## config.mk

```make
export PLATFORM = sky130hd
export DESIGN_NAME = memory
export DESIGN_NICKNAME = d
export VERILOG_FILES = /design/src/common/procPkg.sv /design/src/hw/memory/memory.sv
export VERILOG_INCLUDE_DIRS = /design/src /design/src/common
export SDC_FILE = /design/constraint.sdc
export NUM_CORES = 2
export LEC_CHECK = 0
export BUFFER_PORTS_ARGS = -buffer_cell sky130_fd_sc_hd__clkbuf_2
export CORE_MARGIN = 1
export CORE_UTILIZATION = 55
export DETAILED_ROUTE_END_ITERATION = 7
export PLACE_DENSITY = 0.71
export SLEW_MARGIN = 20
export SYNTH_ARGS = -nofsm -noshare
export SYNTH_HDL_FRONTEND = slang
export SYNTH_SLANG_ARGS = --single-unit
```

## constraint.sdc

```tcl
create_clock -name clk -period 8.6 [get_ports clk]
set_input_delay 1.72 -clock clk [delete_from_list [all_inputs] [get_ports clk]]
set_output_delay 1.72 -clock clk [all_outputs]
set_load 0.05 [all_outputs]
```

## src/common/proc_params.svh

```systemverilog
//##########################################################
// Processor parameters
// Widths, memory depths and opcode encodings
//##########################################################
`ifndef PROC_PARAMS_SVH
`define PROC_PARAMS_SVH

`define WORD_W       16
`define IMEM_DEPTH   256
`define DMEM_DEPTH   256
`define DRAIN_CYCLES 3   // HALT in decode to HALT in writeback

// Opcodes in bits 15:11
`define OPC_HALT  5'b00000
`define OPC_NOP   5'b00001
`define OPC_JAL   5'b00110
`define OPC_ADDI  5'b01000
`define OPC_XORI  5'b01010
`define OPC_BEQZ  5'b01100
`define OPC_BNEZ  5'b01101
`define OPC_ST    5'b10000
`define OPC_LD    5'b10001
`define OPC_LBI   5'b11000
`define OPC_RTYPE 5'b11011   // Funct in bits 1:0

`endif

```

## src/common/procPkg.sv

```systemverilog
//##########################################################
// Processor package
// Shared types and field encodings for the 16-bit pipeline
//##########################################################
`include "proc_params.svh"

package procPkg;

    typedef logic [`WORD_W-1:0] word_t;     // Data, instruction and address
    typedef logic [2:0]         regAddr_t;  // R0 to R7
    typedef logic [1:0]         destSel_t;  // Destination register field
    typedef logic [1:0]         aluOp_t;

    // Destination field choices
    localparam destSel_t DEST_RS  = 2'd0;   // Bits 10:8
    localparam destSel_t DEST_RDR = 2'd1;   // Bits 4:2
    localparam destSel_t DEST_R7  = 2'd2;
    localparam destSel_t DEST_RDI = 2'd3;   // Bits 7:5

    // Matches the R-type funct field
    localparam aluOp_t ALU_ADD = 2'd0;
    localparam aluOp_t ALU_SUB = 2'd1;      // Rt minus Rs
    localparam aluOp_t ALU_XOR = 2'd2;
    localparam aluOp_t ALU_AND = 2'd3;

    typedef enum logic [1:0] {
        RUN,
        DRAIN,
        HALTED
    } runState_t;

endpackage

```

## src/hw/memory/memory.sv

```systemverilog
//##########################################################
// Memory stage
// Data memory, writeback select, memory/writeback register
//##########################################################
`timescale 1ns/1ns
`include "proc_params.svh"

module memory (
    input  logic              clk,
    input  logic              reset,
    input  procPkg::word_t    memAddr,
    input  procPkg::word_t    memStore,
    input  procPkg::word_t    memResult,
    input  procPkg::regAddr_t memWriteAddr,
    input  logic              memRead,
    input  logic              memWrite,
    input  logic              memRegWrite,
    output logic              wbEn,
    output procPkg::regAddr_t wbAddr,
    output procPkg::word_t    wbData
);
    import procPkg::*;

    localparam int DMEM_AW = $clog2(`DMEM_DEPTH);

    word_t dmem [`DMEM_DEPTH];
    word_t loadData;

    always_ff @(posedge clk) begin
        if (memWrite) begin
            dmem[memAddr[DMEM_AW-1:0]] <= memStore;
        end
    end

    assign loadData = dmem[memAddr[DMEM_AW-1:0]];  // Word addressed

    // Memory/writeback register
    always_ff @(posedge clk) begin
        if (reset) begin
            wbEn <= 1'b0;
        end else begin
            wbEn <= memRegWrite;
        end
    end

    always_ff @(posedge clk) begin
        wbAddr <= memWriteAddr;
        wbData <= memRead ? loadData : memResult;
    end

endmodule

```

==> results.md <==
* Worst Setup End Kind: register
* Fraction of the mapped netlist area in adder cells at 0%
* CTS tree: done
* Global placer's final weighted congestion at slightly above 0.9
* Fillers at about 19k
* Fin. Hold Viols at 0
* # IOs at 76
* Yosys top cell area share at slightly below 80%
* Site Rows at around 200
* Critical-path top delay cell: nand2b_1
* Ys flop type: edfxtp_1
* DR vias/cell at between 6 and 7
* Post-CTS sizing at 0
* Initial DRC count at between 10k and 15k
* Slew HR at 8.53%
* Slew Limit Fails at 0
* Fin util at between 60% and 70%
* Post-Synthesis Cell Area at about 0.16 mm^2
* Critical path startpoint: memAddr[2]
* Most area-hungry cell type in the Yosys netlist: edfxtp_1
* Critical Path AT at about 6.5 ns
* Synth cell count leaders: 4096 x edfxtp_1, 1009 x mux4_2, 309 x mux2i_1, 265 x nor2_1, 134 x buf_2
* Die height at 539 um
* Skew final at 0.0692 ns
* Gr ovfl total at 0
* Worst hold path class: primary input to register
* Flops & latches, synth at between 4k and 5k
* DP Wirelength at around 240000 um
* Worst-path fanout max at 31
* Nets@finish at approximately 7.5k
* Synth Area in Simple Gates at between 1.5 and 2%
* Peak supply drop at around 190 uV
* CP cell instances: buf_6 > buf_4 > nor2b_4 > nand2b_1 > o22ai_1 > a211o_1 > nor4_1 > o21ai_1 > a31oi_1
* First-pass GRT wire length at between 500000 and 600000 um
* Number of global-route vias before repair at around 78k
* Post-Synthesis Cells at ~7.0k
* RSZ-0062 raised after global routing: false
* Mux cell area share after synthesis at ~17%
* DRT antenna net count at 0
* R2R Setup Slk at 5.27 ns
* Synth Area in Compound Gates at between 2 and 2.5%
* Area grow syn2layout at 12.5%
* Top-count cell post-synth: edfxtp_1
* Initial antenna violation count at 24
* Synth top area cells: edfxtp_1 78%, mux4_2 14%, mux2i_1 2.0%
* Startpoint Class: primary input
* GRT Util Overall at between 20 and 30%
* Hold Crit Start: memWriteAddr[1]
* Cts hold-fix bufs at 0
* WL/cell at 35.6 um
* Share of cells above drive strength 1 at 28.6%
* Finished Layout Cells at around 12k
* Cell variety after synth at 68
* Clock root buffer: clkbuf_16
* Routed WL at around 410000 um
* TritonCTS buffer count at approximately 400
* CP Class: primary input to register
* Share of flip-flops with an asynchronous set or reset at 0%
* PwrDens at approximately 240 mW/mm^2
* Clock sink count at just over 4k
* Pin count of the biggest net entering global routing at approximately 190
* Setup Fix Bufs, Post-CTS at 0
* Initial Util at a little under three fifths
* Leakage Power at between 0.05 and 0.06 uW
* Max-cap viol count at 0
* Fmax at around 180 MHz
* Period utilization at roughly two thirds
* TNS Setup at 0 ns
* Skew-Pair Late Insertion Delay at a little under 1 ns
* I/O Buffers at 67
* Xor/xnor cell area share of the yosys netlist at 0%
* Drt first pass iters at 8
* Final min period at 5.56 ns
* DR vias at 77.9k
* Synthesized Nets at 7047
* CTS H-tree depth at 5
* Seq/Total Area, Yosys at 77.9%
* R2r startpoint: dmem[77][15]$_DFFE_PP_
* Setup violators final at 0
* WP data required at 9.51 ns
* Status: finished, final reports clean
* Worst slew pin tran at around 1.4 ns
* Clk slew on worst S/H paths at approximately 0.07 ns
* CP Buf/Inv Count at 2
* Die area at between 0.2 and 0.3 mm^2
* Number of flops mapped to enable cells by yosys at 4096
* Die width at about 540 um
* Largest family of logic cells by synthesized area: multiplexers
* Clk buf depth at 4
* Final setup margin at between 3 and 4 ns
* Core area at 0.286 mm^2
* Worst slack at placement at 2.29 ns
* Ys Warns at 0
* Syn avg cell area at between 20 and 25 um^2
* DRC at 0
* Dpl cells at 10.8k
* Crit path largest cell delay at about 0.82 ns
* Delay-heaviest family, CP: simple AND/OR/NAND/NOR gates
==> placed cells by master (no fill, tap or decap), types with 9 or more instances in the layout <==
| cell type | synthesis | routed |
|---|---|---|
| o22a_1 | 12 | 12 |
| mux2i_1 | 309 | 309 |
| mux2_2 | 53 | 53 |
| o21ai_0 | 61 | 56 |
| nor2_4 | 0 | 17 |
| a31oi_1 | 21 | 21 |
| o211ai_1 | 9 | 9 |
| clkinv_2 | 0 | 73 |
| a211oi_1 | 10 | 9 |
| nor3_2 | 0 | 39 |
| mux4_2 | 1009 | 1009 |
| nor3_1 | 54 | 15 |
| a21oi_1 | 68 | 68 |
| nor2_1 | 265 | 204 |
| nand2b_1 | 15 | 14 |
| a221oi_1 | 19 | 19 |
| nor2b_1 | 26 | 20 |
| clkbuf_8 | 0 | 16 |
| diode_2 | 0 | 21 |
| o22ai_1 | 68 | 68 |
| bufinv_16 | 0 | 44 |
| clkinv_16 | 0 | 15 |
| nand3_1 | 51 | 45 |
| edfxtp_1 | 4096 | 4096 |
| nor2_2 | 0 | 44 |
| nand2_1 | 121 | 120 |
| clkinv_1 | 0 | 75 |
| nand4_1 | 14 | 14 |
| buf_12 | 2 | 22 |
| clkinvlp_4 | 0 | 19 |
| a22o_1 | 22 | 22 |
| clkbuf_2 | 0 | 46 |
| dfxtp_1 | 20 | 20 |
| a32oi_1 | 29 | 29 |
| clkbuf_1 | 111 | 95 |
| buf_4 | 91 | 362 |
| a22oi_1 | 110 | 110 |
| clkbuf_16 | 0 | 403 |
==> logic make-up after synthesis <==
logic type      Yosys count
simple gates            596
buf+inv                 414
compound gates          494
mux                    1371
flops                  4116
==> power breakdown <==
| group | switching [uW] | total [uW] | internal [uW] |
|---|---|---|---|
| sequential | 27.7 | 22100 | 22100 |
| combinational | 1410 | 2090 | 680 |
| clock | 7640 | 17700 | 10100 |
==> cell type report <==
cell class                      instances  area, um^2  area share, %
Clock inverter                        244        2800           1.57
Sequential cell                      4116      123000           69.2
Antenna cell                           21        52.6         0.0295
Multi-Input combinational cell       2461       33100           18.6
Clock buffer                          502       10500           5.89
Inverter                                4        16.3        0.00912
Timing Repair Buffer                  451        3680           2.06
Tap cell                             3762        4710           2.64
==> state kept, by name, indices dropped and copies added (netlist names) <==
signal	cells
dmem	4096
wbAddr	3
wbData	16
wbEn	1
==> path summary, 6_finish.rpt <==
kind | endpoint | cells past startpoint
max | wbData[5]$_DFF_P_ | 9
min | wbAddr[1]$_DFF_P_ | 1
max reg2reg | wbData[15]$_DFF_P_ | 7
min reg2reg | wbData[4]$_DFF_P_ | 5
==> stage by stage <==
stage | power (uW) | cell area, um^2 | hold WS (ns)
after floorplan | 23700 | 159000 | 0.847
after global placement | 24600 | 165000 | 0.945
after detailed placement | 24600 | 165000 | 0.967
after CTS | 42100 | 178000 | 0.824
after global routing | 42800 | 178000 | 0.866
final | 41900 | 178000 | 0.885
==> routing by layer <==
layer | up-vias | share of wire [%] | global-route usage [%]
li1 | 30658 | - | -
met2 | 5014 | 47 | 44.2
met1 | 41344 | 37 | 39.2
met4 | 4 | 4.7 | 12.2
met3 | 836 | 11 | 5.91
met5 | - | 0.0061 | 0
No activity file was read; power rests on OpenSTA's default activity.
