[src/common/proc_params.svh]
//##########################################################
// Processor parameters
// Widths, memory depths and opcode encodings
//##########################################################
`ifndef PROC_PARAMS_SVH
`define PROC_PARAMS_SVH

`define WORD_W       16
`define IMEM_DEPTH   256
`define DMEM_DEPTH   256
`define DRAIN_CYCLES 3   // HALT in decode to HALT in writeback

// Opcodes in bits 15:11
`define OPC_HALT  5'b00000
`define OPC_NOP   5'b00001
`define OPC_JAL   5'b00110
`define OPC_ADDI  5'b01000
`define OPC_XORI  5'b01010
`define OPC_BEQZ  5'b01100
`define OPC_BNEZ  5'b01101
`define OPC_ST    5'b10000
`define OPC_LD    5'b10001
`define OPC_LBI   5'b11000
`define OPC_RTYPE 5'b11011   // Funct in bits 1:0

`endif

[src/common/procPkg.sv]
//##########################################################
// Processor package
// Shared types and field encodings for the 16-bit pipeline
//##########################################################
`include "proc_params.svh"

package procPkg;

    typedef logic [`WORD_W-1:0] word_t;     // Data, instruction and address
    typedef logic [2:0]         regAddr_t;  // R0 to R7
    typedef logic [1:0]         destSel_t;  // Destination register field
    typedef logic [1:0]         aluOp_t;

    // Destination field choices
    localparam destSel_t DEST_RS  = 2'd0;   // Bits 10:8
    localparam destSel_t DEST_RDR = 2'd1;   // Bits 4:2
    localparam destSel_t DEST_R7  = 2'd2;
    localparam destSel_t DEST_RDI = 2'd3;   // Bits 7:5

    // Matches the R-type funct field
    localparam aluOp_t ALU_ADD = 2'd0;
    localparam aluOp_t ALU_SUB = 2'd1;      // Rt minus Rs
    localparam aluOp_t ALU_XOR = 2'd2;
    localparam aluOp_t ALU_AND = 2'd3;

    typedef enum logic [1:0] {
        RUN,
        DRAIN,
        HALTED
    } runState_t;

endpackage

[src/hw/fetch/fetch.sv]
//##########################################################
// Fetch stage
// PC, loadable instruction memory, fetch/decode register
//##########################################################
`timescale 1ns/1ns
`include "proc_params.svh"

module fetch (
    input  logic           clk,
    input  logic           reset,
    input  logic           imemWrite,
    input  procPkg::word_t imemAddr,
    input  procPkg::word_t imemData,
    input  logic           stopFetch,
    input  logic           redirect,
    input  procPkg::word_t target,
    output procPkg::word_t instr,
    output procPkg::word_t pcNext,
    output logic           instrValid
);
    import procPkg::*;

    localparam int    IMEM_AW  = $clog2(`IMEM_DEPTH);
    localparam word_t NOP_WORD = word_t'({`OPC_NOP, 11'd0});

    word_t pc;
    word_t pcPlus2;
    word_t imem [`IMEM_DEPTH];

    assign pcPlus2 = pc + word_t'(2);

    // Byte addressed like the PC, loaded while in reset
    always_ff @(posedge clk) begin
        if (imemWrite) begin
            imem[imemAddr[IMEM_AW:1]] <= imemData;
        end
    end

    always_ff @(posedge clk) begin
        if (reset) begin
            pc <= '0;
        end else if (redirect) begin
            pc <= target;                   // Taken branch or JAL
        end else if (!stopFetch) begin
            pc <= pcPlus2;
        end
    end

    // Fetch/decode register
    always_ff @(posedge clk) begin
        if (reset || redirect || stopFetch) begin
            instr      <= NOP_WORD;         // Squashed slot
            instrValid <= 1'b0;
        end else begin
            instr      <= imem[pc[IMEM_AW:1]];
            instrValid <= 1'b1;
        end
    end

    always_ff @(posedge clk) begin
        pcNext <= pcPlus2;
    end

    // Redirect targets from decode must keep halfword alignment
    assert property (@(posedge clk) disable iff (reset) pc[0] == 1'b0);

endmodule

[config.mk]
export PLATFORM = sky130hd
export DESIGN_NAME = fetch
export DESIGN_NICKNAME = d
export VERILOG_FILES = /design/src/common/procPkg.sv /design/src/hw/fetch/fetch.sv
export VERILOG_INCLUDE_DIRS = /design/src /design/src/common
export SDC_FILE = /design/constraint.sdc
export NUM_CORES = 2
export LEC_CHECK = 0
export BUFFER_PORTS_ARGS = -buffer_cell sky130_fd_sc_hd__clkbuf_2
export CAP_MARGIN = 15
export CORE_MARGIN = 2
export CORE_UTILIZATION = 55
export CTS_CLUSTER_DIAMETER = 200
export DETAILED_ROUTE_END_ITERATION = 7
export GPL_TIMING_DRIVEN = 0
export PLACE_DENSITY = 0.71
export SLEW_MARGIN = 20
export SYNTH_ARGS = -nofsm -noshare
export SYNTH_HDL_FRONTEND = slang
export SYNTH_SLANG_ARGS = --single-unit
[constraint.sdc]
create_clock -name clk -period 3.06 [get_ports clk]
set_input_delay 0.306 -clock clk [delete_from_list [all_inputs] [get_ports clk]]
set_output_delay 0.306 -clock clk [all_outputs]
set_load 0.05 [all_outputs]
==> impl_metrics.yaml <==
outcome:
  run_status: "finished with violations"
  violated_checks: "negative setup slack"
global_route:
  grt_antenna_before_repair: 51
  via_count_of_the_first_global_routing_pass: 85700
  grt_usage_pct: 37.4
  grt_pass1_wl_um: 733000
  grt_max_degree: 133
  globalRouteOverflowTotal: 0
route:
  drt_wl_total_um: 558000
  post_drt_wl_per_cell_um: 43.7
  drt_pass1_iterations: 8
  routed-via-count: 91700
  drt_iter0_markers: 18600
  postRouteAntennaNets: 0
  drc: 0
  viasPerCell: 7.18
timing:
  achievable-frequency_mhz: 259
  skew_ns: 0.0555
  pins_over_slew_limit: 0
  postLayoutSetupSlackWorst_ns: -0.802
  timing.hold.ws_ns: 0.0576
  tightest_slew_ns: 1.16
  worst_slew_margin_rel_pct: 22.4
  rsz_0062_raised_after_global_routing: "yes"
  setup_tns_ns: -29.15
  hold_violations: 0
  timing.final.setup_violations: 172
  finalCriticalPeriod_ns: 3.86
  crit_share_post_route_pct: 126
logic_synthesis:
  synth.cell_area_um2: 160000
  share_of_synthesized_registers_carrying_an_async_set_or_reset_pct: 0
  synth_fp_nets: 7670
  ys_ff_latch: 4145
  synth.lib_cells_used.distinct: 59
  ys_warn_count: 0
  synth_enable_flop_cells: 4096
  post_synth.cell_area_avg_um2: 21.0
  post_synthesis_instance_total: 7616
  prevailing_post_synth_register_cell: "sky130_fd_sc_hd__edfxtp_1"
  post_synthesis_sequential_area_ratio_pct: 77.6
clocking:
  max-clock-path-buffers: 4
  clk-insertion-delay-late_ns: 1.03
  cts.sinks: 4145
  tritoncts: "yes"
  root_buffer: "sky130_fd_sc_hd__clkbuf_16"
  htree_num_levels: 5
  tritoncts.num_buffers: 406
  path_clk_slew_ns: 0.06
final_layout:
  final_common_cell: "sky130_fd_sc_hd__edfxtp_1"
  count_of_non_filler_cells_in_the_finished_layout: 12800
  commonest_cells_after_routing_fill_and_taps_aside: "4096 x sky130_fd_sc_hd__edfxtp_1, 794 x sky130_fd_sc_hd__mux4_2, 593 x sky130_fd_sc_hd__mux2i_1"
  final_layout_size_suffix_gt1_share_pct: 32.5
  design.final.nets: 8563
  area_growth_pct: 19.6
critical_path:
  critical_path_fanouts_max: 10
  timing.critical_path.slowest_cell_delay_ns: 0.82
  cp_data_required_time_ns: 4.00
  setup.worst_path.class: "reg -> reg"
  crit_path_top_delay_cell: "sky130_fd_sc_hd__clkbuf_1"
  worst_ep_arrival_time_ns: 4.81
  timing.critical_path.from_type: "register"
  timing.critical_path.to_type: "register"
  timing.critical_path.cells: "clkbuf_4 > nor2b_1 > clkbuf_1 > a22oi_1 > a21oi_1 > nor2_1 > nor3_2 > a211o_4"
  cpLargestDelayFamily: "buffers and inverters"
  crit_buf_inv: 2
floorplan:
  fp-row-count: 197
  die_area_um2: 295000
  dieWidth_um: 543
  initial_utilization_pct: 55.4
  die_height_um: 543
  core_area_um2: 289000
  io_pins: 86
min_path:
  hp-class: "in -> reg"
place:
  detailed_place_hpwl_um: 368000
  place.gp.congestion: 1.09
  place.port_buffers: 69
  placedCellCount: 11800
power_and_ir_drop:
  power.ir.vdd_worst_mv: 0.576
  leakage_uw: 0.0591
  powerDensity_nw_per_um2: 644
job:
  max_cap_check_violation_count: 0
==> what timing repair did <==
action                                  4_1_cts  5_1_grt
gates cloned                                  1       13
resized for setup                          1056      365
hold endpoints to repair                    666        0
pin swaps                                    65       68
setup buffers                                57      101
endpoints found under the setup margin       42       71
hold buffers                                 39        0
==> logic make-up (layout without fill, tap and decap cells) <==
| group | count (synthesis) | after routing | synth area share [%] |
|---|---|---|---|
| other cells | 0 | 33 | 0 |
| mux | 1410 | 1410 | 15.1 |
| flops | 4145 | 4145 | 77.6 |
| buf+inv | 478 | 1720 | 1.59 |
| compound gates | 801 | 801 | 3.47 |
| simple gates | 756 | 756 | 2.13 |
| xor+xnor | 25 | 25 | 0.137 |
| fa+ha+maj | 1 | 1 | 0.00783 |
==> cells in the mapped netlist, drive strengths merged, types with 3 or more instances <==
cell | number | area (um2)
a221oi | 61 | 534
xor2 | 7 | 61.3
nand2b | 5 | 31.3
or2 | 4 | 25.0
a22oi | 190 | 1430
a211oi | 61 | 458
nor3 | 71 | 360
nand2 | 81 | 304
or3 | 9 | 56.3
or3b | 3 | 26.3
o31ai | 20 | 150
edfxtp | 4096 | 123000
nand4 | 24 | 150
o22ai | 96 | 601
nand3 | 146 | 731
o221ai | 74 | 648
a2111oi | 17 | 149
inv | 9 | 33.8
nand3b | 4 | 30.0
o311ai | 6 | 52.6
a31oi | 4 | 25.0
nor2 | 352 | 1320
nor2b | 12 | 75.1
a22o | 3 | 26.3
mux4 | 794 | 17900
a21oi | 105 | 526
o2111ai | 6 | 52.6
clkbuf | 216 | 811
and2 | 5 | 31.3
a211o | 24 | 210
and3 | 3 | 18.8
mux2i | 612 | 6130
mux2 | 4 | 45.0
dfxtp | 49 | 981
buf | 253 | 1700
o21ai | 127 | 636
nor4 | 31 | 194
xnor2 | 18 | 158
==> state kept, by name, indices dropped and copies added (netlist names) <==
register	count
imem	4096
instr	16
instrValid	1
pc	16
pcNext	16
==> routing by layer <==
layer / global-route usage, % / part of all wire [%] / vias up
li1: - / - / 33900
met3: 17.8 / 17 / 1978
met1: 47.2 / 32 / 46800
met2: 51.0 / 41 / 8935
met4: 25.3 / 8.6 / 52
met5: 0.740 / 0.27 / -
==> tightest hold or removal path: cells and delay by family <==
family	cells	cell delay, ns
and+or+nand+nor	2	0.31
muxes	1	0.06
xor gates and xnor gates	1	0.13
buffers and inverters	1	0.21
==> layout make-up <==
type / count / area, um2
sequential: 4145 / 124000
antenna: 33 / 82.6
inverter: 9 / 37.5
buffer: 461 / 5650
fill: 17700 / 97500
clock inverter: 257 / 2550
tap: 3880 / 4850
clock buffer: 500 / 10600
timing repair buffer: 493 / 6300
multi-input combinational: 2993 / 37100
==> per-stage QoR <==
step                total power, uW  cell area, um2  setup slack (ns)  util (%)
detailed placement            72000          170000             -2.78      59.0
CTS                          122000          188000            -0.384      65.3
global route                 125000          191000            -0.492      66.2
global placement              71900          165000             -4.00      57.2
finish                       123000          191000            -0.802      66.2
floorplan                     67600          160000             0.524         -
==> final timing paths <==
check / start / endpoint / slack (ns) / depth (start not counted)
hold reg to reg: pc[0] / pcNext[0] / 0.37 / 0
setup / recovery: pc[4] / instr[11] / -0.80 / 8
hold / removal: stopFetch / pc[10] / 0.06 / 5
setup reg to reg: pc[4] / instr[11] / -0.80 / 8
==> report_power, final <==
group	internal, uW	total (uW)	switching (uW)
Clock	27900	50100	22200
Sequential	62500	62600	71.2
Combinational	3550	10400	6840
(Power assumes the default switching activity.)
