**src/common/proc_params.svh**
```systemverilog
//##########################################################
// Processor parameters
// Widths, memory depths and opcode encodings
//##########################################################
`ifndef PROC_PARAMS_SVH
`define PROC_PARAMS_SVH

`define WORD_W       16
`define IMEM_DEPTH   256
`define DMEM_DEPTH   256
`define DRAIN_CYCLES 3   // HALT in decode to HALT in writeback

// Opcodes in bits 15:11
`define OPC_HALT  5'b00000
`define OPC_NOP   5'b00001
`define OPC_JAL   5'b00110
`define OPC_ADDI  5'b01000
`define OPC_XORI  5'b01010
`define OPC_BEQZ  5'b01100
`define OPC_BNEZ  5'b01101
`define OPC_ST    5'b10000
`define OPC_LD    5'b10001
`define OPC_LBI   5'b11000
`define OPC_RTYPE 5'b11011   // Funct in bits 1:0

`endif

```
**src/common/procPkg.sv**
```systemverilog
//##########################################################
// Processor package
// Shared types and field encodings for the 16-bit pipeline
//##########################################################
`include "proc_params.svh"

package procPkg;

    typedef logic [`WORD_W-1:0] word_t;     // Data, instruction and address
    typedef logic [2:0]         regAddr_t;  // R0 to R7
    typedef logic [1:0]         destSel_t;  // Destination register field
    typedef logic [1:0]         aluOp_t;

    // Destination field choices
    localparam destSel_t DEST_RS  = 2'd0;   // Bits 10:8
    localparam destSel_t DEST_RDR = 2'd1;   // Bits 4:2
    localparam destSel_t DEST_R7  = 2'd2;
    localparam destSel_t DEST_RDI = 2'd3;   // Bits 7:5

    // Matches the R-type funct field
    localparam aluOp_t ALU_ADD = 2'd0;
    localparam aluOp_t ALU_SUB = 2'd1;      // Rt minus Rs
    localparam aluOp_t ALU_XOR = 2'd2;
    localparam aluOp_t ALU_AND = 2'd3;

    typedef enum logic [1:0] {
        RUN,
        DRAIN,
        HALTED
    } runState_t;

endpackage

```
**src/hw/control/procControl.sv**
```systemverilog
//##########################################################
// Instruction decoder and run control
// Control bits for the decode instruction, drain and halt
//##########################################################
`timescale 1ns/1ns
`include "proc_params.svh"

module procControl (
    input  logic              clk,
    input  logic              reset,
    input  procPkg::word_t    instr,
    input  logic              instrValid,
    output procPkg::destSel_t destSel,
    output logic              immSext,
    output logic              immWide,
    output logic              lbiSel,
    output logic              linkWrite,
    output logic              branchEq,
    output logic              branchNe,
    output logic              jump,
    output procPkg::aluOp_t   aluOp,
    output logic              aluSrcImm,
    output logic              memRead,
    output logic              memWrite,
    output logic              regWrite,
    output logic              stopFetch,
    output logic              halted,
    output logic              err
);
    import procPkg::*;

    localparam int CNT_W = $clog2(`DRAIN_CYCLES);

    logic [14:0]      ctrl;
    logic             isHalt;
    logic             illegal;
    runState_t        state;
    logic [CNT_W-1:0] drainCnt;

    assign {destSel, immSext, immWide, lbiSel, linkWrite, branchEq, branchNe, jump,
            aluOp, aluSrcImm, memRead, memWrite, regWrite} = ctrl;

    // Bit order is dest, sext wide lbi link beq bne jump, alu, src rd wr regwr
    always_comb begin
        ctrl    = '0;
        isHalt  = 1'b0;
        illegal = 1'b0;
        if (instrValid) begin
            case (instr[15:11])
                `OPC_ADDI:  ctrl = {DEST_RDI, 7'b1000000, ALU_ADD, 4'b1001};
                `OPC_XORI:  ctrl = {DEST_RDI, 7'b0000000, ALU_XOR, 4'b1001};
                `OPC_RTYPE: ctrl = {DEST_RDR, 7'b0000000, aluOp_t'(instr[1:0]), 4'b0001};
                `OPC_LBI:   ctrl = {DEST_RS,  7'b0110000, ALU_ADD, 4'b0001};
                `OPC_ST:    ctrl = {DEST_RS,  7'b1000000, ALU_ADD, 4'b1010};
                `OPC_LD:    ctrl = {DEST_RDI, 7'b1000000, ALU_ADD, 4'b1101};
                `OPC_BEQZ:  ctrl = {DEST_RS,  7'b0100100, ALU_ADD, 4'b0000};
                `OPC_BNEZ:  ctrl = {DEST_RS,  7'b0100010, ALU_ADD, 4'b0000};
                `OPC_JAL:   ctrl = {DEST_R7,  7'b0001001, ALU_ADD, 4'b0001};
                `OPC_NOP:   ctrl = '0;
                `OPC_HALT:  isHalt = 1'b1;
                default:    illegal = 1'b1;     // Controls stay zero
            endcase
        end
    end

    always_ff @(posedge clk) begin
        if (reset) begin
            state    <= RUN;
            drainCnt <= '0;
        end else begin
            case (state)
                RUN: begin
                    if (isHalt) begin
                        state    <= DRAIN;
                        drainCnt <= CNT_W'(`DRAIN_CYCLES - 1);
                    end
                end
                DRAIN: begin
                    if (drainCnt == CNT_W'(1)) begin
                        state <= HALTED;        // HALT now in writeback
                    end
                    drainCnt <= drainCnt - CNT_W'(1);
                end
                default: state <= HALTED;   // Held until reset
            endcase
        end
    end

    always_ff @(posedge clk) begin
        if (reset) begin
            err <= 1'b0;
        end else if (illegal) begin
            err <= 1'b1;                    // Sticky
        end
    end

    assign stopFetch = isHalt || (state != RUN);
    assign halted    = (state == HALTED);

    // Only bubbles reach decode once HALT has left it
    assert property (@(posedge clk) disable iff (reset) (state != RUN) |-> !instrValid);

endmodule

```
**config.mk**
```make
export PLATFORM = sky130hd
export DESIGN_NAME = procControl
export DESIGN_NICKNAME = d
export VERILOG_FILES = /design/src/common/procPkg.sv /design/src/hw/control/procControl.sv
export VERILOG_INCLUDE_DIRS = /design/src /design/src/common
export SDC_FILE = /design/constraint.sdc
export NUM_CORES = 1
export LEC_CHECK = 0
export ABC_CLOCK_PERIOD_IN_PS = 1420
export BUFFER_PORTS_ARGS = -buffer_cell sky130_fd_sc_hd__buf_2
export CAP_MARGIN = 20
export CORE_MARGIN = 2
export CORE_UTILIZATION = 42
export CTS_CLUSTER_SIZE = 16
export DETAILED_ROUTE_END_ITERATION = 8
export HOLD_SLACK_MARGIN = 0.05
export MAX_ROUTING_LAYER = met4
export PLACE_DENSITY = 0.78
export SLEW_MARGIN = 20
export SYNTH_ARGS = -nofsm -noshare
export SYNTH_HDL_FRONTEND = slang
export SYNTH_SLANG_ARGS = --single-unit
```
**constraint.sdc**
```tcl
create_clock -name clk -period 1.42 [get_ports clk]
set_input_delay 0.142 -clock clk [delete_from_list [all_inputs] [get_ports clk]]
set_output_delay 0.142 -clock clk [all_outputs]
set_load 0.02 [all_outputs]
```
==> impl_metrics.json <==
{
  "status": "finished clean",
  "synth-edff-count": 0,
  "ant_nets": 0,
  "skew_ps": 4.04,
  "gp_congestion": 0.767,
  "die_width_um": 42.2,
  "drt-initial-drc-count": 13,
  "swShare": 0.325,
  "critPathKind": "input port to output pin",
  "ys_types": 39,
  "viasPerCell": 5.52,
  "dp_slack_ps": 126,
  "cts.sinks": 5,
  "critPathMaxFanout": 10,
  "drv_cap": 0,
  "grt_max_degree": 15,
  "htree_levels": 1,
  "initial_core_util": 0.460,
  "hold_class": "input port to flip-flop",
  "power_density_nw_per_um2": 598,
  "setup_viol": 0,
  "required_ps": 1280,
  "end_kind": "output pin",
  "drc_errors": 0,
  "setup_tns_ps": 0,
  "vias": 662,
  "hpwlAfterDp_mm": 1.12,
  "syn_nets": 97,
  "slew-limit-headroom": 0.813,
  "cts_resized": 0,
  "clock_latency_ps": 240,
  "drive_gt1_frac": 0.429,
  "io_buffers": 27,
  "multi_input_area_um2": 444,
  "detail_route.wl_per_cell_um": 12.3,
  "hold_violations": 0,
  "dieArea_um2": 1780,
  "startpoint_type": "input port",
  "grt_pass1_wl_mm": 2.48,
  "clock-root-buffer": "clkbuf_4",
  "min_period_ps": 1290,
  "max_freq_ghz": 0.775,
  "synth-seq-cells": 5,
  "yosysSeqAreaShare": 0.163,
  "final_cell_mix": "27 x buf_2, 10 x a21oi_1, 6 x nand2b_1",
  "overflow": 0,
  "synth_cells": 77,
  "final_common_cell": "buf_2",
  "grt_usage": 0.177,
  "diodes": 0,
  "firstDrtPassIters": 4,
  "syn_avg_cell_area_um2": 7.96,
  "area_growth_pct": 24.9,
  "synthFlopType": "dfxtp_1",
  "cts_buffers": 3,
  "fillers": 134,
  "worst_pin_slew_ps": 280,
  "p_leak_uw": 0.000363,
  "totalWireLength_mm": 1.47,
  "register_area_um2": 100,
  "p_comb_frac": 0.312,
  "clk_path_buf_depth": 2,
  "clkTransAtPathRegs_ps": 50,
  "slew_violations": 0,
  "cts_tree": "yes",
  "intPower_uw": 310,
  "p_clk_frac": 0.362,
  "vdd_drop_max_v": 0.000632,
  "antenna_found_initial": 0,
  "post_cts_buffers": 0,
  "period_share": 0.908,
  "hold_buffers": 0,
  "switching_power_uw": 149,
  "core_area_um2": 1330,
  "rsz0062_at_grt": "false",
  "setup_ws_ps": 130,
  "io_pins": 37,
  "chipHeight_um": 42.2,
  "ys_async_sr_fraction": 0,
  "syn_area_um2": 613,
  "power_frac_seq": 0.326,
  "synth_warnings": 0,
  "std_cell_rows": 13,
  "first_global_vias": 567,
  "nNetsFinal": 126,
  "arrival_ps": 1150
}
==> state kept, by name, indices dropped and copies added (netlist names) <==
name	flops
err	1
state	2
drainCnt	2
==> metal layers <==
layer / vias up / part of all wire / global-route usage
met3: 0 / 0.062 / 0.0560
met5: - / 0 / -
met1: 303 / 0.46 / 0.229
li1: 338 / - / -
met4: 0 / 0 / 0.0188
met2: 21 / 0.48 / 0.280
==> cell families (layout without fill, tap and decap cells) <==
family | after synthesis | count (layout) | share of synthesized area
and+or+nand+nor | 38 | 38 | 0.445
xor gates and xnor gates | 1 | 1 | 0.0143
adders and majority gates | 1 | 1 | 0.0204
AOI/OAI and AO/OA | 21 | 21 | 0.245
buffers and inverters | 11 | 39 | 0.112
DFF | 5 | 5 | 0.163
==> cells in the mapped netlist (2+ instances only) <==
cell type	number	area, um2
nand3_1	3	15.0
or2_2	2	12.5
dfxtp_1	5	100
a21oi_1	10	50.1
inv_1	5	18.8
nand2b_1	6	37.5
buf_4	3	22.5
nor3_1	4	20.0
buf_6	2	22.5
nand2_1	3	11.3
nor2_1	3	11.3
nor4_1	2	12.5
nor2b_1	3	18.8
==> final timing paths <==
| check | from | to | slack [ps] | cells after the start |
|---|---|---|---|---|
| max | instr[15] | regWrite | 130 | 5 |
| min | reset | err$_SDFFE_PP0P_ | 140 | 2 |
| min reg2reg | drainCnt[1]$_SDFFE_PP0P_ | drainCnt[1]$_SDFFE_PP0P_ | 500 | 1 |
| max reg2reg | drainCnt[1]$_SDFFE_PP0P_ | drainCnt[1]$_SDFFE_PP0P_ | 210 | 4 |
==> worst max-delay path, cell delays in order <==
cell	delay, ps
buf_2	170
or2_2	340
nor3_2	200
o21bai_1	130
buf_2	170
==> power by group through the flow <==
| stage | sequential, uW | clock, uW | combinational [uW] |
|---|---|---|---|
| after floorplan | 154 | 0 | 98.5 |
| after global placement | 151 | 0 | 140 |
| after detailed placement | 152 | 0 | 143 |
| after CTS | 149 | 171 | 143 |
| after global routing | 149 | 186 | 156 |
| final | 149 | 166 | 143 |
==> cell type report <==
| type | count | share of cell area |
|---|---|---|
| clock buffers | 4 | 0.0343 |
| inverters | 5 | 0.0245 |
| multi-input cells | 61 | 0.580 |
| flip-flops and latches | 5 | 0.131 |
| well taps | 15 | 0.0245 |
| repair buffers | 30 | 0.206 |
==> through the flow <==
step	std cells	hold slack (ps)	power, uW	area [um2]	util
final	120	136	458	766	0.574
after global routing	120	127	491	766	0.574
after CTS	120	129	464	766	0.574
after detailed placement	116	387	295	739	0.554
after global placement	116	389	291	739	0.554
after floorplan	77	210	252	613	-
No activity file was read; power rests on OpenSTA's default activity.
