==> src/common/proc_params.svh <==
//##########################################################
// Processor parameters
// Widths, memory depths and opcode encodings
//##########################################################
`ifndef PROC_PARAMS_SVH
`define PROC_PARAMS_SVH

`define WORD_W       16
`define IMEM_DEPTH   256
`define DMEM_DEPTH   256
`define DRAIN_CYCLES 3   // HALT in decode to HALT in writeback

// Opcodes in bits 15:11
`define OPC_HALT  5'b00000
`define OPC_NOP   5'b00001
`define OPC_JAL   5'b00110
`define OPC_ADDI  5'b01000
`define OPC_XORI  5'b01010
`define OPC_BEQZ  5'b01100
`define OPC_BNEZ  5'b01101
`define OPC_ST    5'b10000
`define OPC_LD    5'b10001
`define OPC_LBI   5'b11000
`define OPC_RTYPE 5'b11011   // Funct in bits 1:0

`endif

==> src/common/procPkg.sv <==
//##########################################################
// Processor package
// Shared types and field encodings for the 16-bit pipeline
//##########################################################
`include "proc_params.svh"

package procPkg;

    typedef logic [`WORD_W-1:0] word_t;     // Data, instruction and address
    typedef logic [2:0]         regAddr_t;  // R0 to R7
    typedef logic [1:0]         destSel_t;  // Destination register field
    typedef logic [1:0]         aluOp_t;

    // Destination field choices
    localparam destSel_t DEST_RS  = 2'd0;   // Bits 10:8
    localparam destSel_t DEST_RDR = 2'd1;   // Bits 4:2
    localparam destSel_t DEST_R7  = 2'd2;
    localparam destSel_t DEST_RDI = 2'd3;   // Bits 7:5

    // Matches the R-type funct field
    localparam aluOp_t ALU_ADD = 2'd0;
    localparam aluOp_t ALU_SUB = 2'd1;      // Rt minus Rs
    localparam aluOp_t ALU_XOR = 2'd2;
    localparam aluOp_t ALU_AND = 2'd3;

    typedef enum logic [1:0] {
        RUN,
        DRAIN,
        HALTED
    } runState_t;

endpackage

==> src/hw/decode/decode.sv <==
//##########################################################
// Decode stage
// Operands, immediates, branch resolution, decode/execute reg
//##########################################################
`timescale 1ns/1ns

module decode (
    input  logic              clk,
    input  logic              reset,
    input  procPkg::word_t    instr,
    input  procPkg::word_t    pcNext,
    input  logic              instrValid,
    input  procPkg::destSel_t destSel,
    input  logic              immSext,
    input  logic              immWide,
    input  logic              linkWrite,
    input  logic              branchEq,
    input  logic              branchNe,
    input  logic              jump,
    input  procPkg::aluOp_t   aluOp,
    input  logic              aluSrcImm,
    input  logic              memRead,
    input  logic              memWrite,
    input  logic              regWrite,
    input  logic              lbiSel,
    input  logic              wbEn,
    input  procPkg::regAddr_t wbAddr,
    input  procPkg::word_t    wbData,
    output logic              redirect,
    output procPkg::word_t    target,
    output procPkg::word_t    exA,
    output procPkg::word_t    exB,
    output procPkg::word_t    exImm,
    output procPkg::word_t    exLink,
    output procPkg::regAddr_t exWriteAddr,
    output procPkg::aluOp_t   exAluOp,
    output logic              exAluSrcImm,
    output logic              exLbiSel,
    output logic              exLinkWrite,
    output logic              exMemRead,
    output logic              exMemWrite,
    output logic              exRegWrite
);
    import procPkg::*;

    word_t    rsVal;
    word_t    rtVal;
    word_t    imm;
    regAddr_t writeAddr;
    logic     rsZero;

    regFile regFile_i (
        .clk(clk), .reset(reset), .rdAddrA(instr[10:8]), .rdAddrB(instr[7:5]),
        .wrEn(wbEn), .wrAddr(wbAddr), .wrData(wbData), .rdDataA(rsVal), .rdDataB(rtVal)
    );

    always_comb begin
        if (jump) begin
            imm = word_t'(signed'(instr[10:0]));    // JAL displacement
        end else if (immWide) begin
            imm = word_t'(signed'(instr[7:0]));     // LBI and branches
        end else if (immSext) begin
            imm = word_t'(signed'(instr[4:0]));
        end else begin
            imm = word_t'(instr[4:0]);
        end
    end

    always_comb begin
        case (destSel)
            DEST_RS:  writeAddr = instr[10:8];
            DEST_RDR: writeAddr = instr[4:2];
            DEST_R7:  writeAddr = 3'd7;
            default:  writeAddr = instr[7:5];
        endcase
    end

    assign rsZero   = (rsVal == '0);
    assign redirect = instrValid && (jump || (branchEq && rsZero) || (branchNe && !rsZero));
    assign target   = pcNext + imm;

    // Decode/execute register
    always_ff @(posedge clk) begin
        if (reset) begin
            exMemRead  <= 1'b0;
            exMemWrite <= 1'b0;
            exRegWrite <= 1'b0;
        end else begin
            exMemRead  <= memRead;
            exMemWrite <= memWrite;
            exRegWrite <= regWrite;
        end
    end

    always_ff @(posedge clk) begin
        exA         <= rsVal;
        exB         <= rtVal;               // Also store data for ST
        exImm       <= imm;
        exLink      <= pcNext;              // Return address for JAL
        exWriteAddr <= writeAddr;
        exAluOp     <= aluOp;
        exAluSrcImm <= aluSrcImm;
        exLbiSel    <= lbiSel;
        exLinkWrite <= linkWrite;
    end

endmodule

==> src/hw/decode/regFile.sv <==
//##########################################################
// Register file
// Eight registers, two reads, one write with write-through
//##########################################################
`timescale 1ns/1ns

module regFile (
    input  logic              clk,
    input  logic              reset,
    input  procPkg::regAddr_t rdAddrA,
    input  procPkg::regAddr_t rdAddrB,
    input  logic              wrEn,
    input  procPkg::regAddr_t wrAddr,
    input  procPkg::word_t    wrData,
    output procPkg::word_t    rdDataA,
    output procPkg::word_t    rdDataB
);
    import procPkg::*;

    word_t regs [8];

    always_ff @(posedge clk) begin
        if (reset) begin
            for (int i = 0; i < 8; i++) begin
                regs[i] <= '0;
            end
        end else if (wrEn) begin
            regs[wrAddr] <= wrData;
        end
    end

    // Bypass the write in flight so decode sees it this cycle
    assign rdDataA = (wrEn && wrAddr == rdAddrA) ? wrData : regs[rdAddrA];
    assign rdDataB = (wrEn && wrAddr == rdAddrB) ? wrData : regs[rdAddrB];

    // Write address comes from the memory/writeback register
    assert property (@(posedge clk) disable iff (reset) wrEn |-> !$isunknown(wrAddr));

endmodule

==> config.mk <==
export PLATFORM = sky130hd
export DESIGN_NAME = decode
export DESIGN_NICKNAME = d
export VERILOG_FILES = /design/src/common/procPkg.sv /design/src/hw/decode/decode.sv /design/src/hw/decode/regFile.sv
export VERILOG_INCLUDE_DIRS = /design/src /design/src/common
export SDC_FILE = /design/constraint.sdc
export NUM_CORES = 1
export LEC_CHECK = 0
export BUFFER_PORTS_ARGS = -buffer_cell sky130_fd_sc_hd__buf_2
export CAP_MARGIN = 20
export CORE_ASPECT_RATIO = 0.9
export CORE_MARGIN = 8
export CORE_UTILIZATION = 30
export CTS_CLUSTER_DIAMETER = 50
export DETAILED_ROUTE_END_ITERATION = 10
export GPL_TIMING_DRIVEN = 0
export PLACE_DENSITY = 0.52
export SYNTH_ARGS = -nofsm -noshare
export SYNTH_HDL_FRONTEND = slang
export SYNTH_HIERARCHICAL = 1
export SYNTH_SLANG_ARGS = --single-unit
==> constraint.sdc <==
create_clock -name clk -period 3.3 [get_ports clk]
set_input_delay 0.66 -clock clk [delete_from_list [all_inputs] [get_ports clk]]
set_output_delay 0.66 -clock clk [all_outputs]
set_load 0.02 [all_outputs]
==> results_dict.tcl <==
set metrics [dict create \
    initial_utilization_pct 30.1 \
    dp_hpwl_um 19800 \
    maxSlewHeadroom_pct 42.5 \
    antenna_found_initial 0 \
    core_mm2 0.0326 \
    path_common_cell "mux2_4" \
    cp-end-kind "output port" \
    slowest_delay_ns 0.51 \
    synth_top_cell_area_share_pct 39.1 \
    p_leak_uw 0.00491 \
    grt_max_degree 21 \
    drv_slew 0 \
    worstSetupPathType "input pin to output port" \
    finClkSkew_ns 0.0131 \
    p_total_uw 6420 \
    synthArstFlopShare_pct 0 \
    path_delay_family "multiplexers" \
    cts_hold_buf 0 \
    grt_pass1_vias 6467 \
    synthCells 644 \
    tightest_slew_ns 0.858 \
    seq_area_frac_synth_pct 53.3 \
    clk_path_buf_depth 2 \
    power_density_mw_per_mm2 514 \
    final_cells 1280 \
    clock-root-buffer "clkbuf_16" \
    path_cells "buf_8 -> buf_12 -> buf_12 -> mux4_2 -> mux2_4 -> mux2_4 -> nor4_4 -> nand4_1 -> mux2_4 -> o21a_4 -> buf_6" \
    fillers 3116 \
    place.gp.congestion 0.797 \
    use_met1_pct 20.0 \
    vias_per_cell 4.89 \
    crit_buf_inv 4 \
    insertion_delay_ns 0.45 \
    cts.htree.levels 4 \
    syn_avg_cell_area_um2 15.3 \
    maxCapViolCount 0 \
    wl_per_cell_um 23.3 \
    path_clk_slew_ns 0.07 \
    hold_viol 0 \
    final_nets 931 \
    finalSetupTns_ns -1.06 \
    dr_total_vias 6255 \
    grt_use_met2_pct 26.7 \
    max_freq_mhz 248 \
    placementRows 63 \
    cp_slowest_cell "mux4_2" \
    die_area_mm2 0.0388 \
    period_minus_slack_ns 4.03 \
    status "finished with violations" \
    synth_top_cell_by_area "edfxtp_1" \
    grtUsageTotal_pct 15.5 \
    diodes 0 \
    overflow 0 \
    placed_cells 1219 \
    cts_made_buffers 17 \
    first_pass_iters 5 \
    finalInstanceArea_mm2 0.0125 \
    chipHeight_um 188 \
    rsz0062_at_grt "true" \
    ys.flop_type "edfxtp_1" \
    arrival_ns 3.37 \
    drt_iter0_markers 418 \
    min_period_over_period_pct 122 \
    area_growth_pct 26.9 \
    drc 0 \
    crit_path_start_kind "input pin" \
    synth_area_leaders "edfxtp_1, mux4_1, dfxtp_1" \
    place_area_mm2 0.0112 \
    synth-warning-count 6 \
    detail-route-antenna-nets 0 \
    grt_pass1_wl_um 43400 \
    yosysUniqueCellTypes 53 \
    synth_edf_count 128 \
    hold_class "input pin to register" \
    violations "setup timing" \
    setup_viol 4 \
    required_ns 2.64 \
    worstPathMaxFanout 6 \
    chipWidth_um 207 \
    top_usage_layer "met2" \
    synth.most_common_cell "and2_1" \
    layout_setup_ws_ns -0.730 \
    portBuffers 153 \
    synth_common_cells "and2_1, edfxtp_1, dfxtp_1" \
    cts.sinks 198 \
    grtUsageMet3_pct 2.62 \
    ys_seq_elements 198 \
    wirelength_um 29800 \
    syn-num-nets 730 \
    synth.cell_area_mm2 0.00983 \
    num_io_pins 162 \
    drive_gt1_share_pct 45.3 \
    ir_worst_vdd_v 0.000324 \
    cts_tree "done" \
]
==> cells in the final DEF (no fill, tap or decap), types with 6 or more instances in the layout <==
cell type	Yosys	layout
buf_2	3	145
and2_1	129	128
edfxtp_1	128	128
dfxtp_1	70	70
mux2_2	53	49
mux4_1	60	41
buf_4	6	30
mux4_2	4	23
clkbuf_16	0	20
buf_6	9	17
mux2_4	11	16
clkbuf_1	21	14
nand2_1	15	10
xnor2_1	12	10
nor2_1	11	9
ha_4	0	9
xor2_1	8	8
or2_2	8	8
a21oi_4	2	6
ha_1	15	6
==> path summary, 6_finish.rpt <==
check / cells after the start / slack [ns] / from / end
worst max-delay path: 11 / -0.73 / instr[8] / redirect
worst min-delay path: 1 / 0.32 / lbiSel / exLbiSel
worst max register to register: 3 / 1.64 / regFile_i/regs[3][4] / exA[4]
worst min register to register: 3 / 0.84 / regFile_i/regs[4][10] / exB[10]
==> layout make-up <==
type	instances	area (µm²)	area share, %
Multi-Input combinational cell	401	4620	37.0
Inverter	5	21.3	0.170
Clock buffer	18	429	3.44
Tap cell	422	528	4.23
Clock inverter	14	163	1.30
Timing Repair Buffer	184	1110	8.93
Buffer	38	363	2.91
Sequential cell	198	5250	42.0
==> per-layer routing <==
| layer | up-vias | routed length [µm] |
|---|---|---|
| met1 | 3198 | 12700 |
| met2 | 178 | 15400 |
| met5 | - | 0 |
| met3 | 25 | 1290 |
| li1 | 2854 | - |
| met4 | 0 | 329 |
==> registers in the layout, summed over array words and instances (netlist names) <==
| register | cells |
|---|---|
| exMemRead | 1 |
| exLink | 16 |
| exLinkWrite | 1 |
| regFile_i/regs | 128 |
| exAluOp | 2 |
| exA | 16 |
| exB | 16 |
| exLbiSel | 1 |
| exWriteAddr | 3 |
| exMemWrite | 1 |
| exRegWrite | 1 |
| exAluSrcImm | 1 |
| exImm | 11 |
==> stage by stage <==
| step | worst slack, ns | utilization [%] | hold WS [ns] |
|---|---|---|---|
| floorplan | -0.195 | - | 0.688 |
| global placement | -1.88 | 34.2 | 0.763 |
| detailed placement | -1.78 | 34.2 | 0.764 |
| CTS | -0.755 | 37.6 | 0.299 |
| global route | -0.797 | 38.2 | 0.297 |
| finish | -0.730 | 38.2 | 0.322 |
==> power by group <==
group	internal (µW)	leakage (µW)	switching (µW)
logic	638	0.00281	743
registers	2830	0.00182	67.2
clock network	1080	0.000287	1060
total	4550	0.00491	1870
==> timing repair <==
item                       CTS  global route
setup endpoints to repair    8             6
pin swaps                   24            16
gates resized for setup     77            23
buffers inserted            21            10
==> logic make-up (layout without fill, tap and decap cells) <==
family	count (synthesis)	after routing	share of synthesized area, %
DFF	198	198	53.3
and+or+nand+nor	188	188	11.5
muxes	130	130	24.9
AOI/OAI and AO/OA	47	47	3.63
buffers and inverters	45	259	2.69
xor gates and xnor gates	20	20	1.78
adders and majority gates	16	16	2.11
(Power assumes the default switching activity.)
