`src/common/proc_params.svh`:
```
//##########################################################
// Processor parameters
// Widths, memory depths and opcode encodings
//##########################################################
`ifndef PROC_PARAMS_SVH
`define PROC_PARAMS_SVH

`define WORD_W       16
`define IMEM_DEPTH   256
`define DMEM_DEPTH   256
`define DRAIN_CYCLES 3   // HALT in decode to HALT in writeback

// Opcodes in bits 15:11
`define OPC_HALT  5'b00000
`define OPC_NOP   5'b00001
`define OPC_JAL   5'b00110
`define OPC_ADDI  5'b01000
`define OPC_XORI  5'b01010
`define OPC_BEQZ  5'b01100
`define OPC_BNEZ  5'b01101
`define OPC_ST    5'b10000
`define OPC_LD    5'b10001
`define OPC_LBI   5'b11000
`define OPC_RTYPE 5'b11011   // Funct in bits 1:0

`endif

```
`src/common/procPkg.sv`:
```
//##########################################################
// Processor package
// Shared types and field encodings for the 16-bit pipeline
//##########################################################
`include "proc_params.svh"

package procPkg;

    typedef logic [`WORD_W-1:0] word_t;     // Data, instruction and address
    typedef logic [2:0]         regAddr_t;  // R0 to R7
    typedef logic [1:0]         destSel_t;  // Destination register field
    typedef logic [1:0]         aluOp_t;

    // Destination field choices
    localparam destSel_t DEST_RS  = 2'd0;   // Bits 10:8
    localparam destSel_t DEST_RDR = 2'd1;   // Bits 4:2
    localparam destSel_t DEST_R7  = 2'd2;
    localparam destSel_t DEST_RDI = 2'd3;   // Bits 7:5

    // Matches the R-type funct field
    localparam aluOp_t ALU_ADD = 2'd0;
    localparam aluOp_t ALU_SUB = 2'd1;      // Rt minus Rs
    localparam aluOp_t ALU_XOR = 2'd2;
    localparam aluOp_t ALU_AND = 2'd3;

    typedef enum logic [1:0] {
        RUN,
        DRAIN,
        HALTED
    } runState_t;

endpackage

```
`src/hw/execute/execute.sv`:
```
//##########################################################
// Execute stage
// ALU, result select and the execute/memory register
//##########################################################
`timescale 1ns/1ns

module execute (
    input  logic              clk,
    input  logic              reset,
    input  procPkg::word_t    exA,
    input  procPkg::word_t    exB,
    input  procPkg::word_t    exImm,
    input  procPkg::word_t    exLink,
    input  procPkg::regAddr_t exWriteAddr,
    input  procPkg::aluOp_t   aluOp,
    input  logic              aluSrcImm,
    input  logic              lbiSel,
    input  logic              linkWrite,
    input  logic              exMemRead,
    input  logic              exMemWrite,
    input  logic              regWrite,
    output procPkg::word_t    memAddr,
    output procPkg::word_t    memStore,
    output procPkg::word_t    memResult,
    output procPkg::regAddr_t memWriteAddr,
    output logic              memRead,
    output logic              memWrite,
    output logic              memRegWrite
);
    import procPkg::*;

    word_t aluB;
    word_t aluOut;
    word_t result;

    assign aluB = aluSrcImm ? exImm : exB;

    always_comb begin
        case (aluOp)
            ALU_SUB: aluOut = aluB - exA;   // Rt minus Rs
            ALU_XOR: aluOut = exA ^ aluB;
            ALU_AND: aluOut = exA & aluB;
            default: aluOut = exA + aluB;
        endcase
    end

    assign result = lbiSel ? exImm : (linkWrite ? exLink : aluOut);

    // Execute/memory register
    always_ff @(posedge clk) begin
        if (reset) begin
            memRead     <= 1'b0;
            memWrite    <= 1'b0;
            memRegWrite <= 1'b0;
        end else begin
            memRead     <= exMemRead;
            memWrite    <= exMemWrite;
            memRegWrite <= regWrite;
        end
    end

    always_ff @(posedge clk) begin
        memAddr      <= aluOut;             // Rs plus offset for LD and ST
        memStore     <= exB;
        memResult    <= result;
        memWriteAddr <= exWriteAddr;
    end

endmodule

```
`config.mk`:
```
export PLATFORM = sky130hd
export DESIGN_NAME = execute
export DESIGN_NICKNAME = d
export VERILOG_FILES = /design/src/common/procPkg.sv /design/src/hw/execute/execute.sv
export VERILOG_INCLUDE_DIRS = /design/src /design/src/common
export SDC_FILE = /design/constraint.sdc
export NUM_CORES = 1
export LEC_CHECK = 0
export BUFFER_PORTS_ARGS = -buffer_cell sky130_fd_sc_hd__buf_2
export CORE_MARGIN = 3
export CORE_UTILIZATION = 40
export CTS_BUF_LIST = sky130_fd_sc_hd__clkbuf_8 sky130_fd_sc_hd__clkbuf_16
export CTS_CLUSTER_DIAMETER = 60
export DETAILED_ROUTE_END_ITERATION = 7
export MAX_ROUTING_LAYER = met4
export PLACE_DENSITY = 0.74
export REMOVE_ABC_BUFFERS = 1
export SLEW_MARGIN = 20
export SYNTH_ARGS = -nofsm -noshare
export SYNTH_HDL_FRONTEND = slang
export SYNTH_SLANG_ARGS = --single-unit
```
`constraint.sdc`:
```
create_clock -name clk -period 6.9 [get_ports clk]
set_clock_uncertainty 0.05 [all_clocks]
set_input_delay 0.345 -clock clk [delete_from_list [all_inputs] [get_ports clk]]
set_output_delay 0.345 -clock clk [all_outputs]
set_load 0.01 [all_outputs]
```
==> results.json, run 1 <==
{
  "core-area_um2": 7850,
  "io-pin-count": 131,
  "avgSynthCellArea_um2": 9.56,
  "crit_top_cell": "o21ai_0",
  "io_buffers": 130,
  "groute.usage.overall": 0.190,
  "die_h_um": 96.6,
  "status": "finished clean",
  "overflow": 0,
  "area_delta_synth_final_pct": 23.3,
  "final_util": 0.515,
  "maxCapViolations": 0,
  "maxSlewHeadroom": 0.524,
  "initial_core_util": 0.418,
  "place_ws_ns": 2.88,
  "crit_path_end_kind": "flop",
  "hp-class": "input port to flop",
  "fin_crit_sh": 0.543,
  "tns_ns": 0,
  "clockBufferDepth": 2,
  "drt_first_pass_iters": 4,
  "antennaDiodeCount": 0,
  "synth_top_area_cell": "dfxtp_1",
  "vias_per_cell": 5.14,
  "mostFrequentLayoutCells": "buf_2 (130), dfxtp_1 (54), ha_1 (32)",
  "cts_sinks": 54,
  "h-tree-depth": 2,
  "netlist.area_leader.share": 0.330,
  "slowest_delay_ns": 0.62,
  "numCtsBuffers": 5,
  "grt_pass1_vias": 2847,
  "dieArea_um2": 9320,
  "cp.required_ns": 7.10,
  "synth_area_leaders": "dfxtp_1 (33%), ha_1 (12%), mux2_2 (8.2%)",
  "setup_viol": 0,
  "dp_hpwl_um": 6720,
  "rsz0062_at_grt": "false",
  "routed_wl_um": 8600,
  "synthXorXnorAreaFrac": 0.0694,
  "slowest_stage": "or4_2",
  "root_buffer": "clkbuf_8",
  "cts_tree": "built",
  "detail-route-antenna-nets": 0,
  "cp_max_fo": 4,
  "gp_congestion": 0.834,
  "ys_warn_count": 0,
  "dr.first_iter.drc_count": 111,
  "final_nets": 576,
  "path_delay_family": "simple AND/OR/NAND/NOR gates",
  "drc": 0,
  "grt_max_degree": 38,
  "synth-simple-area-share": 0.135,
  "num_vias": 2921,
  "drive_above_1_share": 0.369,
  "synthMuxAreaShare": 0.143,
  "cts_hold_buf": 0,
  "postCtsSetupRepairBufs": 0,
  "hold_viol": 0,
  "netlist_instances": 343,
  "dp.cells": 561,
  "antenna_found_initial": 0,
  "worst-slew-pin-transition_ns": 0.707,
  "leakage_uw": 0.00199,
  "grt_pass1_wl_um": 13600,
  "arrival_ns": 3.95,
  "final_common_cell": "buf_2",
  "synth_fa_ha_area_frac": 0.128,
  "cp-start-kind": "input port",
  "fmax_ghz": 0.267,
  "synth-compound-area-share": 0.151,
  "fin_crit_ns": 3.75,
  "clk_pin_slew_ns": 0.10,
  "wl_per_cell_um": 15.1,
  "ys_types": 50,
  "dominantRegCellSynth": "dfxtp_1",
  "stdcell_count": 568,
  "cts-resized-gates": 0,
  "worst-path-buf-inv": 1,
  "synth-seq-area-share": 0.330,
  "synth_top_family_by_area": "compound AO/OA/AOI/OAI gates",
  "placementRows": 32,
  "path_cells": "buf_2, or4_4, or4_2, o31ai_1, xor2_1, ha_1, o21ai_0, or2_2, o21ai_0, a221oi_1, nor4b_1, nor3b_2, a21oi_2",
  "critPathKind": "input port to flop",
  "syn_area_um2": 3280,
  "power_density_nw_per_um2": 211,
  "die_w_um": 96.6,
  "finalMaxSlewViolations": 0,
  "whs_ns": 0.0809,
  "synth_async_sr_flop_share": 0,
  "setup_slack_ns": 3.15,
  "synth_seq_cells": 54,
  "synth-edff-count": 0,
  "peakVddDrop_v": 0.0000746
}
[metal layers]
metal / vias to the layer above / global-route usage / share of wire / wire [µm]
met5: - / - / 0 / 0
met4: 0 / 0.0479 / 0.013 / 108
met3: 10 / 0.0225 / 0.048 / 416
met2: 83 / 0.343 / 0.52 / 4460
met1: 1350 / 0.225 / 0.42 / 3610
li1: 1478 / - / - / -
[kinds of logic (layout without fill, tap and decap cells)]
| logic type | after synthesis | count (layout) |
|---|---|---|
| DFF | 54 | 54 |
| muxes | 44 | 44 |
| AOI/OAI and AO/OA | 77 | 77 |
| buffers and inverters | 25 | 148 |
| xor gates and xnor gates | 26 | 26 |
| and+or+nand+nor | 84 | 84 |
| adders and majority gates | 33 | 33 |
[per-stage QoR]
step,power (µW),area (µm²)
after floorplan,565,3180
after global placement,676,3960
after detailed placement,683,3960
after CTS,863,4040
after global routing,914,4040
final,854,4040
[power breakdown]
group | internal, µW | leakage (µW) | switching, µW
Combinational | 140 | 0.00149 | 176
Clock | 69.6 | 0.0000362 | 108
Sequential | 352 | 0.000455 | 8.37
[worst paths after layout]
| kind | endpoint | slack, ns | depth (start not counted) | from |
|---|---|---|---|---|
| hold / removal | memWriteAddr[2]$_DFF_P_ | 0.08 | 1 | exWriteAddr[2] |
| setup / recovery | memResult[15]$_DFF_P_ | 3.15 | 13 | exA[4] |
[Yosys cell counts, types with 3 or more instances]
master     n
a21oi_1   12
nor3_1     4
nor2_1    12
nand2_1   31
nor2b_1    7
o22ai_1    5
clkbuf_1   8
nand3_1    5
xnor2_1    9
nand2b_1   4
a31oi_1    7
o21ai_0   27
ha_1      32
inv_1     11
or2_2      3
o31ai_1    5
a21o_1     5
xor2_1    17
mux2i_1   20
mux2_2    24
dfxtp_1   54
nand3b_1   3
[registers in the layout, summed over array words and instances (netlist names)]
signal,cells
memWriteAddr,3
memRead,1
memAddr,16
memStore,16
memRegWrite,1
memResult,16
memWrite,1
[cell type report]
class                      instances  area, µm²
multi-input combinational        264       2060
clock inverter                     2       15.0
fill                             765       3800
sequential                        54       1080
tap                              102        128
timing repair buffer             130        651
clock buffer                       5       68.8
inverter                          11       41.3
No activity file was read; power rests on OpenSTA's default activity.
==> inputs of run 2 (changes only) <==
Settings changed: ABC_AREA set to 1, PLACE_DENSITY 0.74 to 0.76.
Clock period 6.9 ns to 3.3 ns, I/O delays scaled along.
==> run 2 against run 1 <==
Worst hold slack worse by 0.068 ns. Critical path depth up 3. Total power rose by 120%. Largest cell class unchanged. Worst setup slack got worse by 2.5 ns. Clock power increased to 2.5 times the previous value. Core utilization is 3.5 points higher. Synthesized cell count increased by 43%. Via count rose by 23%. Non-clock buffer count is 22 higher. First-iteration DRC count rose by 18%.
==> results.json, run 2 <==
{
  "die_w_um": 98.1,
  "vias_per_cell": 4.85,
  "synthXorXnorAreaFrac": 0.0361,
  "finalMaxSlewViolations": 0,
  "synth_area_leaders": "dfxtp_1 (32%), nand2_1 (16%), ha_1 (12%)",
  "drive_above_1_share": 0.230,
  "place_ws_ns": 0.396,
  "netlist.area_leader.share": 0.319,
  "ys_types": 35,
  "cts-resized-gates": 0,
  "finalPower_uw": 1850,
  "final_nets": 749,
  "hp-class": "input port to flop",
  "gp_congestion": 0.953,
  "io_buffers": 130,
  "setup_slack_ns": 0.666,
  "status": "finished clean",
  "maxCapViolations": 0,
  "synth_fa_ha_area_frac": 0.124,
  "cts_sinks": 54,
  "yosysMostFrequentCell": "nand2_1",
  "ys_warn_count": 0,
  "synth-compound-area-share": 0.138,
  "synthMuxAreaShare": 0,
  "leakage_uw": 0.00245,
  "antennaDiodeCount": 0,
  "drt_first_pass_iters": 5,
  "path_cells": "dlygate4sd3_1, buf_2, o21ai_0, ha_1, inv_1, fa_1, nand3_1, nand2_1, nand2_1, nand2_1, nand2_1, nand3b_1, nand3_1, nand2_1, o21ai_0, nand2_1",
  "path_delay_family": "simple AND/OR/NAND/NOR gates",
  "crit_top_cell": "nand2_1",
  "synth_top_family_by_area": "simple AND/OR/NAND/NOR gates",
  "mostFrequentLayoutCells": "nand2_1 (149), buf_2 (130), inv_1 (63)",
  "postPlaceCellArea_um2": 4070,
  "dp_hpwl_um": 7740,
  "cts_tree": "built",
  "peakVddDrop_v": 0.000173,
  "final_common_cell": "nand2_1",
  "antenna_found_initial": 0,
  "synth_seq_cells": 54,
  "final_cell_area_um2": 4390,
  "synth-edff-count": 0,
  "num_vias": 3597,
  "arrival_ns": 2.78,
  "synth-simple-area-share": 0.277,
  "fillers": 768,
  "worst-slew-pin-transition_ns": 0.825,
  "fin_crit_sh": 0.798,
  "area_delta_synth_final_pct": 29.3,
  "wl_per_cell_um": 13.4,
  "groute.usage.overall": 0.212,
  "fin_crit_ns": 2.63,
  "overflow": 0,
  "initial_core_util": 0.426,
  "slowest_stage": "dlygate4sd3_1",
  "cp.required_ns": 3.45,
  "rsz0062_at_grt": "false",
  "dominantRegCellSynth": "dfxtp_1",
  "worst-path-buf-inv": 3,
  "grt_pass1_vias": 3592,
  "crit_path_end_kind": "flop",
  "yosys-top-cells-count": "nand2_1 (149), inv_1 (62), dfxtp_1 (54)",
  "h-tree-depth": 2,
  "setup_viol": 0,
  "netlist_instances": 492,
  "critPathKind": "input port to flop",
  "largestRegisters": "memAddr x16, memResult x16, memStore x16",
  "avgSynthCellArea_um2": 6.90,
  "detail-route-antenna-nets": 0,
  "dieArea_um2": 9620,
  "hold_viol": 0,
  "drc": 0,
  "core-area_um2": 7970,
  "grt_max_degree": 23,
  "syn_area_um2": 3390,
  "placementRows": 32,
  "synth-seq-area-share": 0.319,
  "maxSlewHeadroom": 0.450,
  "fmax_ghz": 0.380,
  "whs_ns": 0.0129,
  "tns_ns": 0,
  "die_h_um": 98.1,
  "power_density_nw_per_um2": 422,
  "synth_top_area_cell": "dfxtp_1",
  "synth_async_sr_flop_share": 0,
  "clockBufferDepth": 2,
  "root_buffer": "clkbuf_8",
  "numCtsBuffers": 5,
  "cp_max_fo": 5,
  "grt_pass1_wl_um": 16500,
  "dr.first_iter.drc_count": 131,
  "clk_pin_slew_ns": 0.09,
  "io-pin-count": 131,
  "cp-start-kind": "input port",
  "slowest_delay_ns": 0.53,
  "routed_wl_um": 9920
}
[run 2: cell types whose count changed after synthesis, sizes merged, moves of 7 or more]
cell,before,now
mux2,24,0
a22o,1,10
xor2,17,7
nor2b,7,0
o21ai,27,35
nor2,12,43
nand3,5,28
a21oi,13,23
inv,11,65
mux2i,20,0
nand2,31,152
[run 2: worst paths after layout]
kind                       from                    end  slack [ns]  depth (start not counted)
worst max-delay path     exB[0]  memResult[10]$_DFF_P_        0.67                         16
worst min-delay path  exMemRead     memRead$_SDFF_PP0_        0.01                          3
[run 2: stage by stage]
stage | instances | utilization
after floorplan | 480 | -
after global placement | 713 | 0.510
after detailed placement | 713 | 0.510
after CTS | 742 | 0.551
after global routing | 742 | 0.551
final | 742 | 0.551
[run 2: what timing repair did]
item	in CTS	in global routing
buffers inserted	0	0
endpoints found under the hold margin	23	0
hold buffers	21	0
setup endpoints to repair	0	0
[run 2: cell type report]
cell class,count,area [µm²],area share
Clock buffer,5,68.8,0.0157
Multi-Input combinational cell,360,1950,0.445
Tap cell,102,128,0.0291
Clock inverter,3,41.3,0.00941
Sequential cell,54,1080,0.246
Inverter,66,248,0.0565
Timing Repair Buffer,152,868,0.198
[run 2: where the power goes]
| group | switching [µW] | total (µW) | leakage, µW | internal (µW) |
|---|---|---|---|---|
| Clock | 225 | 449 | 0.0000556 | 224 |
| Sequential | 16.6 | 744 | 0.000455 | 728 |
| Combinational | 395 | 659 | 0.00194 | 264 |
[run 2: cells by family (layout without fill, tap and decap cells)]
logic type,Yosys count,after routing
fa+ha+maj,33,33
flops,54,54
simple gates,233,233
buf+inv,78,226
compound gates,80,80
xor+xnor,14,14
[run 2: routing by layer]
layer,global-route usage,up-vias,wire length [µm]
met4,0.0682,0,167
li1,-,1863,-
met2,0.358,117,4760
met1,0.259,1603,4400
met3,0.0321,14,591
met5,-,-,0
